===== config.mk =====
export PLATFORM = sky130hd
export DESIGN_NAME = raster_ctrl
export DESIGN_NICKNAME = d
export VERILOG_FILES = /design/src/common/raster_pkg.sv /design/src/raster_ctrl.sv
export SDC_FILE = /design/constraint.sdc
export NUM_CORES = 1
export LEC_CHECK = 0
export ABC_AREA = 1
export BUFFER_PORTS_ARGS = -buffer_cell sky130_fd_sc_hd__buf_2
export CORE_MARGIN = 3
export CORE_UTILIZATION = 40
export CTS_CLUSTER_SIZE = 20
export DETAILED_ROUTE_END_ITERATION = 10
export SYNTH_ARGS = -nofsm -noshare
export SYNTH_HDL_FRONTEND = slang
export SYNTH_SLANG_ARGS = --single-unit
export TNS_END_PERCENT = 10

===== constraint.sdc =====
create_clock -name clk -period 1.4 [get_ports clk]
set_clock_uncertainty 0.05 [all_clocks]
set_input_delay 0.21 -clock clk [delete_from_list [all_inputs] [get_ports clk]]
set_output_delay 0.21 -clock clk [all_outputs]
set_load 0.01 [all_outputs]

===== src/common/raster_pkg.sv =====
package raster_pkg;

    // screen geometry
    localparam int screen_w = 320;
    localparam int screen_h = 240;

    // row adder split, five segments of 64 pixels
    localparam int seg_w   = 64;
    localparam int num_seg = 5;

    localparam int num_edges = 4;

    // edge function width, 19-bit two's complement that wraps
    localparam int ef_w = 19;

    // vertex coordinate, 0..1023 representable
    typedef logic [9:0] coord_t;

    // scanline index 0..239
    typedef logic [7:0] line_t;

    // edge deltas, x difference kept at 9 bits
    typedef logic [8:0] delta_x_t;
    typedef logic [9:0] delta_y_t;

    // edge value, msb is the sign used for coverage
    typedef logic [ef_w-1:0] edge_val_t;

    // four vertices, vertex i at bits 20*i, x in the low 10 bits
    typedef logic [num_edges*20-1:0] quad_t;

    // one bit per pixel, bit x for pixel x
    typedef logic [screen_w-1:0] mask_t;

    // control fsm
    typedef enum logic [1:0]
    {
        st_idle,
        st_run,
        st_drain
    } ctrl_state_t;

endpackage


===== src/raster_ctrl.sv =====
`timescale 1ns/1ps

module raster_ctrl
(
    input  logic              clk,
    input  logic              rst_n,
    input  logic              start,
    output logic              load,
    output logic              line_issue,
    output raster_pkg::line_t line_y,
    output logic              busy,
    output logic              done
);

    raster_pkg::ctrl_state_t state;

    // set in the second drain cycle when the last line leaves coverage
    logic drain_cnt;

    // start only taken while idle
    assign load       = start && (state == raster_pkg::st_idle);
    assign line_issue = (state == raster_pkg::st_run);
    assign busy       = (state != raster_pkg::st_idle);
    assign done       = (state == raster_pkg::st_drain) && drain_cnt;

    always_ff @(posedge clk or negedge rst_n)
    begin
        if (!rst_n)
        begin
            state     <= raster_pkg::st_idle;
            line_y    <= '0;
            drain_cnt <= 1'b0;
        end
        else
        begin
            case (state)
                raster_pkg::st_idle:
                begin
                    // edge setup loads y = 0 values in this same cycle
                    if (load)
                    begin
                        state  <= raster_pkg::st_run;
                        line_y <= '0;
                    end
                end
                raster_pkg::st_run:
                begin
                    // one line per clock with no back-pressure
                    if (line_y == raster_pkg::line_t'(raster_pkg::screen_h - 1))
                    begin
                        state     <= raster_pkg::st_drain;
                        drain_cnt <= 1'b0;
                    end
                    else
                    begin
                        line_y <= line_y + 1'b1;
                    end
                end
                raster_pkg::st_drain:
                begin
                    // row register and then mask register take two cycles
                    if (drain_cnt)
                        state <= raster_pkg::st_idle;
                    else
                        drain_cnt <= 1'b1;
                end
                default:
                begin
                    state <= raster_pkg::st_idle;
                end
            endcase
        end
    end

    // issued lines stay on screen
    a_line_range: assert property (@(posedge clk) disable iff (!rst_n)
        line_issue |-> (line_y < raster_pkg::line_t'(raster_pkg::screen_h)));

    // issue runs unbroken and advances by one until line 239
    a_line_seq: assert property (@(posedge clk) disable iff (!rst_n)
        line_issue && (line_y != raster_pkg::line_t'(raster_pkg::screen_h - 1)) |=>
            line_issue && (line_y == $past(line_y) + 1'b1));

    // busy holds through done with no second load
    a_busy_span: assert property (@(posedge clk) disable iff (!rst_n)
        load |=> (busy && !load && !done) [*241] ##1 (busy && done && !load));

endmodule


# Word-level counts from Yosys, hierarchy flattened
# Index checks and enable logic that the tools add are counted.
[totals] regBits=11 inputBits=3 output_inout_bits=12 word_cells=29
[classes] addsub=1 n_eq_ne=7 muxes=9 reduce_logical=9
[op_table] op="8-bit 2-to-1 mux" n=2
[op_table] op="8-bit case mux with 2 select lines" n=1
[op_table] op="8-bit by 1-bit adder with 8-bit output (second input constant)" n=1
[op_table] op="8-bit equality test (second input constant)" n=1
[op_table] op="2-bit 2-to-1 mux" n=3
[op_table] op="2-bit != test (second input constant)" n=3
[op_table] op="2-bit case mux with 3 select lines" n=1
[op_table] op="3-bit AND reduction" n=2
[op_table] op="2-bit nonzero test" n=3
[op_table] op="2-bit by 1-bit equality test with 1-bit output (second input constant)" n=1
[op_table] op="2-bit equality test (second input constant)" n=1
[op_table] op="1-bit logical AND" n=2
[op_table] op="2-bit logical NOT" n=1
[op_table] op="2-bit by 1-bit != test with 1-bit output (second input constant)" n=1
[op_table] op="1-bit case mux with 2 select lines" n=1
[op_table] op="2-bit AND reduction" n=1
[op_table] op="1-bit 2-to-1 mux" n=1

# Logic depth before layout (Yosys ltp)
[logic_depth] word_depth=4 mapped_depth=8 mapped_depth_nobuf=8

# Worst setup path after synthesis
# No wires, ideal clock.
[synth_timing] path_type="reg2reg" start="register line_y[1]" end="register line_y[4]" setup_ns=0.117 arrival_time_ns=1.182 required_ns=1.233 setup_slack_ns=0.051 path_stages_with_launch=9 n_path_buf=0 synth_period_minus_slack_ns=1.349 path_cell_list="dfrtp_1 > ha_1 > nand2_2 > nor2_4 > nand2_2 > nand2_4 > nand2_4 > nand2_1 > o21ai_2"
[synth_via] elab_chain_cells=3 elab_cells_between_ends=6 cone_classes="1 x add/sub; 2 x eq/ne; 2 x mux; 1 x reduce/logical"
[synth_rtl] element="from (decl)" line_no="raster_ctrl.sv:10" rtl="output raster_pkg::line_t line_y,"
[synth_rtl] element="from (signal assigned)" line_no="raster_ctrl.sv:56" rtl="line_y <= line_y + 1'b1;"
[synth_rtl] element="8-bit by 1-bit adder with 8-bit output / 8-bit equality test (equally long branches)" line_no="raster_ctrl.sv:56, raster_ctrl.sv:49"
[synth_rtl] element="8-bit 2-to-1 mux / 2-bit != test (equally long branches)"
[synth_rtl] element="8-bit case mux with 2 select lines / 3-bit AND reduction (equally long branches)"
# Parallel ways exist; a longest one is shown, timed or not. The select of a mux whose other input is x is not followed.
# A chain may end at the register's enable or synchronous reset.

# Worst setup path after layout
[layout_timing] start="register line_y[1]" end="register line_y[6]"
# The elaborated chain is that of the path after synthesis.

==> reports/metrics.cfg <==
[run_status]
status=completed

[sta]
rsz0062_at_grt=true
slew_viol_final=0
timing.hold.ws_ns=0.2746
fin_crit_ns=1.378
finalHoldViolCount=0
fin_crit_sh_pct=98.40
worst_slew_pin_slew_ns=0.2489
slew_headroom_pct=83.41
fmax_mhz=725.9
setup-violations-final=0

[floorplan]
num_rows=13
core_mm2=0.001415
die_x_um=46.37
start_util_pct=46.07
fp.dieH_um=46.37
dieArea_mm2=0.002150
num_io_pins=15

[place]
place_hpwl_um=1112
dpl-instance-area_um2=763.2
routabilityCongestion=0.8453
io_buffers=14

[global_route]
grt_antenna_before_repair=0
grt_pass1_vias=565
grt_max_degree=12
grt_pass1_wl_um=2504
grtUsageTotal_pct=17.22
grt.overflow.total=0

[critical_path]
cp.required_ns=1.52
crit_arrival_ns=1.49
slowest_stage=dfrtp_1
cp-start-kind=flip-flop
worst-setup-path-type=reg -> reg
cp_max_fo=7
cp-end-kind=flip-flop
max_stage_delay_ns=0.39
path_cells=ha_4, nand2_4, nor2_4, nand2_2, nand2_4, nand2_8, nand2_1, nand2_1

[clocking]
cts_tree=yes
cts_sinks=11
clockBufferDepth=2
clkTransAtPathRegs_ns=0.08
cts.htree.levels=1
numCtsBuffers=3
cts_root_buf=clkbuf_4
insertion_delay_ns=0.27

[cells_and_area]
fin_util_pct=63.31
antenna_cells=0
final_common_cell=nand2_1
area_growth_pct=37.43
final_cell_mix=24 x nand2_1, 14 x buf_2, 10 x nand3_1, 10 x dfrtp_1, 8 x inv_1
final_area_um2=895.9
drive_gt1_share_pct=41.59
nNetsFinal=118

[synth]
synth_compound_area_share_pct=8.637
yosysUniqueCellTypes=16
synth_top_family_by_area=simple AND/OR/NAND/NOR gates
syn-instance-count=87
ys_ff_latch=11
synth-seq-area-share_pct=42.23
synth_simple_gate_area_share_pct=38.96
netlist_area_um2=651.9
synth.area.mux_share_pct=0
syn-num-nets=91
synth-xor-area-share_pct=1.344
syn_area_per_cell_um2=7.493
ys.warnings.count=0
synthAdderAreaFrac_pct=1.919

[route]
drc_errors=0
vias_per_cell=5.156
routed_wl_um=1568
drt_iter0_markers=24
routedWlPerCell_um=12.25
dr.pass1.iters=4
vias=660
ant_nets=0

[power]
vdd_drop_max_mv=0.5414
pwr_density_cell_mw_per_mm2=610.8
p_leak_nw=0.4847

[hold_path]
hp-class=in -> async

[run]
drv_cap=0

-- worst paths after layout --
check / start / endpoint / slack (ns) / cells past startpoint
setup / recovery: line_y[1]$_DFFE_PN0P_ / line_y[6]$_DFFE_PN0P_ / 0.02 / 8
hold / removal: rst_n / line_y[4]$_DFFE_PN0P_ / 0.27 / 2
setup reg to reg: line_y[1]$_DFFE_PN0P_ / line_y[6]$_DFFE_PN0P_ / 0.02 / 8
hold reg to reg: drain_cnt$_DFFE_PN0P_ / drain_cnt$_DFFE_PN0P_ / 0.45 / 2
max in group asynchronous: rst_n / state[0]$_DFFE_PN0P_ / 0.80 / 2
min in group clk: start / state[0]$_DFFE_PN0P_ / 0.36 / 4
-- cells in the mapped netlist --
cell type | instances | area, um^2
inv_1 | 10 | 37.54
nand2_4 | 2 | 22.52
o21ai_2 | 3 | 26.28
o21ai_0 | 2 | 10.01
inv_2 | 2 | 7.510
nand3_1 | 10 | 50.05
nor2_4 | 2 | 22.52
a21oi_1 | 1 | 5.000
nor3_1 | 1 | 5.000
nand2_1 | 27 | 101.4
ha_1 | 1 | 12.51
nand2_2 | 3 | 18.77
xor2_1 | 1 | 8.760
dfrtp_1 | 11 | 275.3
o21bai_1 | 2 | 15.01
nor2_1 | 9 | 33.78
-- logic make-up (layout without fill, tap and decap cells) --
group	Yosys count	count (layout)
flip-flops	11	11
buffers and inverters	12	38
AO/OA/AOI/OAI	8	8
AND/OR/NAND/NOR	54	54
adder cells (fa/ha/maj)	1	1
XOR/XNOR	1	1
-- area by class of cell --
class	instances	area, um^2
fill	123	519.2
multi-input combinational	64	389.1
sequential	11	276.5
timing repair buffer	22	136.4
inverter	12	47.55
clock buffer	3	22.52
tap	15	18.77
clock inverter	1	5.005
-- per-stage QoR --
| step | setup WS (ns) | power (mW) | setup TNS [ns] | std cells |
|---|---|---|---|---|
| 6_report | 0.02246 | 0.5472 | 0 | 128 |
| 2_1_floorplan | 0.05110 | 0.3238 | 0 | 87 |
| 5_1_grt | -0.06201 | 0.5773 | -0.3218 | 128 |
| 3_5_place_dp | 0.03793 | 0.3326 | 0 | 119 |
| 4_1_cts | -0.01002 | 0.5552 | -0.01002 | 125 |
| 3_3_place_gp | 0.08220 | 0.3327 | 0 | 119 |
-- worst max-delay path: cells and delay by family (launching register included) --
family | cells | cell delay, ns
adders and majority gates | 1 | 0.17
and+or+nand+nor | 7 | 0.67
DFF | 1 | 0.39
-- metal layers --
metal,vias up,routed length [um],track usage [%]
met5,-,0,0
met3,7,106,7.031
met2,27,662,22.53
met1,299,751,23.64
met4,0,47,9.091
li1,327,-,-
-- power breakdown --
part | internal (mW) | total (mW) | switching, mW
logic | 0.00381 | 0.0106 | 0.00676
clock network | 0.106 | 0.219 | 0.113
registers | 0.317 | 0.317 | 0
-- registers in the layout, summed over array words and instances, names as in the netlist --
| register | flops |
|---|---|
| state | 2 |
| line_y | 8 |
| drain_cnt | 1 |
-- repair_timing --
action / 4_1_cts / 5_1_grt
buffers inserted: 1 / 3
resized for setup: 3 / 15
hold buffers: 1 / 0
endpoints found under the setup margin: 2 / 10
hold endpoints to repair: 11 / 0
pin swaps: 1 / 6
(Power assumes the default switching activity.)
