### src/common/raster_pkg.sv
package raster_pkg;

    // screen geometry
    localparam int screen_w = 320;
    localparam int screen_h = 240;

    // row adder split, five segments of 64 pixels
    localparam int seg_w   = 64;
    localparam int num_seg = 5;

    localparam int num_edges = 4;

    // edge function width, 19-bit two's complement that wraps
    localparam int ef_w = 19;

    // vertex coordinate, 0..1023 representable
    typedef logic [9:0] coord_t;

    // scanline index 0..239
    typedef logic [7:0] line_t;

    // edge deltas, x difference kept at 9 bits
    typedef logic [8:0] delta_x_t;
    typedef logic [9:0] delta_y_t;

    // edge value, msb is the sign used for coverage
    typedef logic [ef_w-1:0] edge_val_t;

    // four vertices, vertex i at bits 20*i, x in the low 10 bits
    typedef logic [num_edges*20-1:0] quad_t;

    // one bit per pixel, bit x for pixel x
    typedef logic [screen_w-1:0] mask_t;

    // control fsm
    typedef enum logic [1:0]
    {
        st_idle,
        st_run,
        st_drain
    } ctrl_state_t;

endpackage

### src/edge_setup.sv
`timescale 1ns/1ps

module edge_setup
(
    input  logic                   clk,
    input  logic                   rst_n,
    input  logic                   load,
    input  logic                   line_issue,
    input  raster_pkg::quad_t      vertices,
    output raster_pkg::edge_val_t  line_left [raster_pkg::num_edges],
    output raster_pkg::delta_y_t   dy        [raster_pkg::num_edges]
);

    // unpacked vertex coordinates
    raster_pkg::coord_t    vx     [raster_pkg::num_edges];
    raster_pkg::coord_t    vy     [raster_pkg::num_edges];

    // deltas and y = 0 left value, before the load register
    raster_pkg::delta_x_t  dx_c   [raster_pkg::num_edges];
    raster_pkg::delta_y_t  dy_c   [raster_pkg::num_edges];
    raster_pkg::edge_val_t left_c [raster_pkg::num_edges];

    // dx stays here, only the line step needs it
    raster_pkg::delta_x_t  dx_q   [raster_pkg::num_edges];

    always_comb
    begin
        for (int i = 0; i < raster_pkg::num_edges; i++)
        begin
            vx[i] = vertices[20*i +: 10];
            vy[i] = vertices[20*i + 10 +: 10];
        end

        // edges wired 0->1->2->3->0, counter-clockwise
        for (int i = 0; i < raster_pkg::num_edges; i++)
        begin
            dx_c[i] = raster_pkg::delta_x_t'(vx[(i + 1) % raster_pkg::num_edges] - vx[i]);
            dy_c[i] = raster_pkg::delta_y_t'(vy[(i + 1) % raster_pkg::num_edges] - vy[i]);

            // E(0, 0) = -x*dy + y*dx, deltas sign extended, product wraps at 19 bits
            left_c[i] = raster_pkg::edge_val_t'(vy[i]) *
                            raster_pkg::edge_val_t'($signed(dx_c[i]))
                      - raster_pkg::edge_val_t'(vx[i]) *
                            raster_pkg::edge_val_t'($signed(dy_c[i]));
        end
    end

    always_ff @(posedge clk or negedge rst_n)
    begin
        if (!rst_n)
        begin
            for (int i = 0; i < raster_pkg::num_edges; i++)
            begin
                dx_q[i]      <= '0;
                dy[i]        <= '0;
                line_left[i] <= '0;
            end
        end
        else if (load)
        begin
            dx_q      <= dx_c;
            dy        <= dy_c;
            line_left <= left_c;
        end
        else if (line_issue)
        begin
            // next scanline, E(0, y+1) = E(0, y) - dx
            for (int i = 0; i < raster_pkg::num_edges; i++)
                line_left[i] <= line_left[i] - raster_pkg::edge_val_t'($signed(dx_q[i]));
        end
    end

endmodule

### config.mk
export PLATFORM = sky130hd
export DESIGN_NAME = edge_setup
export DESIGN_NICKNAME = d
export VERILOG_FILES = /design/src/common/raster_pkg.sv /design/src/edge_setup.sv
export SDC_FILE = /design/constraint.sdc
export NUM_CORES = 2
export LEC_CHECK = 0
export ABC_CLOCK_PERIOD_IN_PS = 2500
export CELL_PAD_IN_SITES_DETAIL_PLACEMENT = 2
export CELL_PAD_IN_SITES_GLOBAL_PLACEMENT = 2
export CORE_MARGIN = 5
export CORE_UTILIZATION = 35
export DETAILED_ROUTE_END_ITERATION = 12
export DONT_BUFFER_PORTS = 1
export PLACE_DENSITY = 0.81
export SETUP_SLACK_MARGIN = 0.1
export SYNTH_ARGS = -nofsm -noshare
export SYNTH_HDL_FRONTEND = slang
export SYNTH_SLANG_ARGS = --single-unit
### constraint.sdc
create_clock -name clk -period 2.5 [get_ports clk]
set_input_delay 0.125 -clock clk [delete_from_list [all_inputs] [get_ports clk]]
set_output_delay 0.125 -clock clk [all_outputs]
set_load 0.01 [all_outputs]
Yosys cells after proc, flatten, opt, wreduce, memory -nomap -nowiden
Cells that the tools add are included.
{"block": "op_classes", "n_addsub": 16, "n_mul": 8, "n_mux": 2, "n_reduce_logical": 1}
{"cell": "$mux 76", "n": 2}
{"cell": "$sub 19x19->19", "n": 8}
{"cell": "$mul 11x10->19", "n": 4}
{"cell": "$mul 11x9->19", "n": 4}
{"cell": "$sub 10x10->10", "n": 4}
{"cell": "$sub 9x9->9", "n": 4}
{"cell": "$reduce_bool 2->1", "n": 1}
{"block": "word_totals", "ff_bits": 152, "inputBits": 84, "output_inout_bits": 116, "elab_cells": 39}

Longest topological paths before layout
{"block": "logic_depth", "ltp_word": 4, "depth_mapped": 35, "mapped_depth_nobuf": 33}

Worst setup path before layout
No wires, ideal clock.
{"block": "synth_timing", "path_type": "in2reg", "startpoint": "in vertices[21]", "endpoint": "reg line_left[56] (netlist name)", "setup_time_ns": 0.124, "t_arrival_ns": 7.507, "t_required_ns": 2.376, "slack_ns": -5.131, "path_stages": 35, "path_buffers": 2, "path_cell_list": "clkbuf_1 -> inv_1 -> ha_1 -> nor2b_1 -> o21ai_1 -> a21oi_1 -> o21ai_0 -> nand2b_1 -> a21o_1 -> a21oi_1 -> xnor2_1 -> clkbuf_1 -> nand2_1 -> fa_1 -> inv_1 -> fa_1 -> inv_1 -> fa_1 -> inv_1 -> fa_1 -> fa_1 -> fa_1 -> inv_1 -> fa_1 -> inv_1 -> ha_1 -> a21o_1 -> a21o_1 -> a221oi_1 -> nor2b_1 -> a311oi_1 -> nor3_1 -> xnor3_1 -> nand2_1 -> o31a_1"}
{"block": "synth_via", "elab_chain_cells": 4, "word_cells_on_any_way": 5, "classes_between": "2 x add/sub; 2 x mul; 1 x mux"}
{"item": "start, declared", "line_no": "edge_setup.sv:9", "rtl": "input raster_pkg::quad_t vertices,"}
{"item": "$sub 9x9->9", "line_no": "edge_setup.sv:37", "rtl": "dx_c[i] = raster_pkg::delta_x_t'(vx[(i + 1) % raster_pkg::num_edges] - vx[i]);"}
{"item": "$mul 11x9->19", "line_no": "edge_setup.sv:41", "rtl": "left_c[i] = raster_pkg::edge_val_t'(vy[i]) *"}
{"item": "$sub 19x19->19 *", "line_no": "edge_setup.sv:43", "rtl": "- raster_pkg::edge_val_t'(vx[i]) *"}
{"item": "$mux 76 *", "line_no": "edge_setup.sv:59", "rtl": "else if (load)"}
{"item": "end signal, assigned", "line_no": "edge_setup.sv:63", "rtl": "line_left <= left_c;"}
{"item": "end signal, assigned by index", "line_no": "edge_setup.sv:69", "rtl": "line_left[i] <= line_left[i] - raster_pkg::edge_val_t'($signed(dx_q[i]));"}
{"item": "end, declared", "line_no": "edge_setup.sv:10", "rtl": "output raster_pkg::edge_val_t line_left [raster_pkg::num_edges],"}
Every way passes the cells marked *; elsewhere a longest branch is shown, timed or not.
A chain may end at the register's enable or synchronous reset.

Worst setup path after layout
{"block": "layout_timing", "startpoint": "in vertices[40]", "endpoint": "reg line_left[56] (netlist name)"}
{"block": "layout_via", "elab_chain_cells": 4}
{"item": "$sub 9x9->9", "line_no": "edge_setup.sv:37"}
{"item": "$mul 11x9->19", "line_no": "edge_setup.sv:41"}
{"item": "$sub 19x19->19", "line_no": "edge_setup.sv:43"}
{"item": "$mux 76", "line_no": "edge_setup.sv:59"}
No other way between the ends.

==> metrics.cfg <==
[global_route]
grt_pass1_vias = 47728
grt_busiest_layer = met2
grtUsageMet1 = 0.374
grt_max_degree = 246
met3_usage = 0.111
gr-total-overflow = 0
track_usage = 0.393
grt_pass1_wl_um = 334000
antenna_found_initial = 22
met2_usage = 0.676

[synth]
syn_nets = 5641
synth.distinct_cells = 80
ys.warnings.count = 0
async_flop_share = 1.00
ys_seq_area_frac = 0.0983
synthDominantCellAreaShare = 0.321
synth.largest_area_cell = fa_1
synthTopCellsByArea = fa_1 (32%), ha_1 (17%), dfrtp_1 (9.8%)
synth_edf_count = 0
synth_common_cells = inv_1 (962), fa_1 (620), ha_1 (524)
netlist_area_mm2 = 0.0387
ys.flop_type = dfrtp_1
synth.most_common_cell = inv_1
synth_cells = 4413
ys_ff_latch = 152
synth.avg_cell_area_um2 = 8.77

[floorplan]
die_w_um = 343
initial_utilization = 0.351
fp-row-count = 122
die_h_um = 343
ios = 200
die-area_mm2 = 0.117
core-area_mm2 = 0.110

[sta]
fmax_mhz = 118
final_hold_viol_count = 210
fin_skew_ns = 0.0399
whs_ns = -0.810
setup_ws_ns = -6.00
worst_pin_slew_ns = 1.27
slew_headroom = 0.149
slew_violations = 0
fin_crit_sh = 3.40
rsz0062_at_grt = yes
fin_crit_ns = 8.50
setup_viol = 80

[clock_tree]
clock-sinks = 152
clk-insertion-delay-late_ns = 0.61
clockBufferDepth = 2
cts_buffers = 17
postCtsHoldBufs = 78
root_buffer = clkbuf_16
htree_num_levels = 4
cts.clk_slew.worst_paths_ns = 0.12
cts_tree = built

[worst_setup_path]
r2r-start = line_left[38]
endpoint = line_left[56]
reg2reg_to = line_left[56]
critPathSlowestCell = fa_1
worstSetupEndpointType = flip-flop
cp_common_cell = fa_1
worstRegToRegCells = 12
r2r_slack_ns = -0.86
crit_start = vertices[40]
max_stage_delay_ns = 0.85
arrival_ns = 8.96
path_class = primary input to flip-flop
required_ns = 2.96
cp_max_fo = 11
crit_path_start_kind = primary input

[routing]
ant_nets = 0
via_count = 41250
drtIter0Drc = 3602
vias_per_cell = 6.20
drt_pre_antenna_iters = 5
wl_per_cell_um = 40.4
drt-total-wl_um = 269000
drc = 0

[cells_and_area]
areaGrowthSynthToFinish_pct = 32.1
layout.nets = 6366
drive_gt1_frac = 0.283
final_util = 0.464

[min_path]
hold_class = primary input to asynchronous set/reset pin

[placed_design]
post-place-ws_ns = -5.32
dp_hpwl_um = 149000
gp_congestion = 0.860
portBuffers = 0

[status]
status = complete, but fails checks
violations = hold timing, setup timing

[flow_run]
cap_violations = 0

==> layout by cell type, fill, tap and decap left out, drive strengths merged, types with 8 or more instances in the layout <==
master,count
xnor2,130
nor2b,47
and3,17
nor2,168
a21oi,137
a21o,45
buf,789
nand3,33
ha,524
dfrtp,152
a211oi,24
nand2,477
a31oi,11
clkinvlp,8
clkbuf,19
or3,24
or2,9
diode,18
nand2b,52
inv,960
o31a,8
o21ai,149
o21a,33
mux2,42
o21bai,19
nor3,55
dlygate4sd3,75
fa,620
xor2,59
o31ai,13
o41ai,11
mux2i,43
and2,304
==> worst max-delay path: cells and delay by family <==
kind	cells	cell delay (ns)
adder cells (fa/ha/maj)	10	5.17
AND/OR/NAND/NOR	4	0.37
buffers and inverters	10	1.35
AO/OA/AOI/OAI	7	1.43
XOR/XNOR	2	0.45
==> flip-flops by register name (all words and copies together), names as in the netlist <==
register and flops:
line_left 76, dy 40, dx_q 36
==> per-layer routing <==
layer | vias up | wire [µm]
met2 | 3432 | 123000
met5 | - | 64
met3 | 2065 | 26000
li1 | 15107 | -
met4 | 4 | 35600
met1 | 20642 | 83900
==> cell families after synthesis <==
group	share of synthesized area
compound gates	0.0825
xor+xnor	0.0441
fa+ha+maj	0.490
buf+inv	0.109
flops	0.0983
mux	0.0233
simple gates	0.152
==> per-stage QoR <==
step | hold slack (ns) | area [µm²] | instances | setup TNS (ns)
2_1_floorplan | -0.171 | 39900 | 4413 | -229.36
3_3_place_gp | -0.166 | 45900 | 6399 | -254.54
3_5_place_dp | -0.166 | 45900 | 6399 | -279.19
4_1_cts | -0.801 | 49700 | 6589 | -226.08
5_1_grt | -0.796 | 51100 | 6641 | -276.81
6_report | -0.810 | 51100 | 6657 | -275.64
==> layout make-up <==
type | instances | area [µm²]
Timing Repair Buffer | 867 | 7100
Antenna cell | 18 | 45.0
Clock buffer | 18 | 429
Fill cell | 11754 | 59100
Multi-Input combinational cell | 3137 | 33900
Tap cell | 1488 | 1860
Sequential cell | 152 | 3800
Inverter | 963 | 3820
Clock inverter | 14 | 164
==> what timing repair did <==
item | in CTS | in global routing
endpoints found under the hold margin | 301 | 225
setup endpoints to repair | 68 | 84
resized for setup | 374 | 232
pin swaps | 263 | 185
buffers inserted | 88 | 58
==> worst min path at each step <==
stage / slack [ns] / end / cells after the start / from
after floorplan: -0.17 / dx_q[0] / 0 / rst_n
after global placement: -0.17 / line_left[8] / 0 / rst_n
after detailed placement: -0.17 / line_left[8] / 0 / rst_n
after CTS: -0.80 / line_left[9] / 0 / rst_n
after global routing: -0.80 / line_left[9] / 0 / rst_n
final: -0.81 / line_left[9] / 0 / rst_n
Power is left out: the tool's default activity adds up to more than one toggle a clock period on the data nets, which glitch-free logic cannot reach.
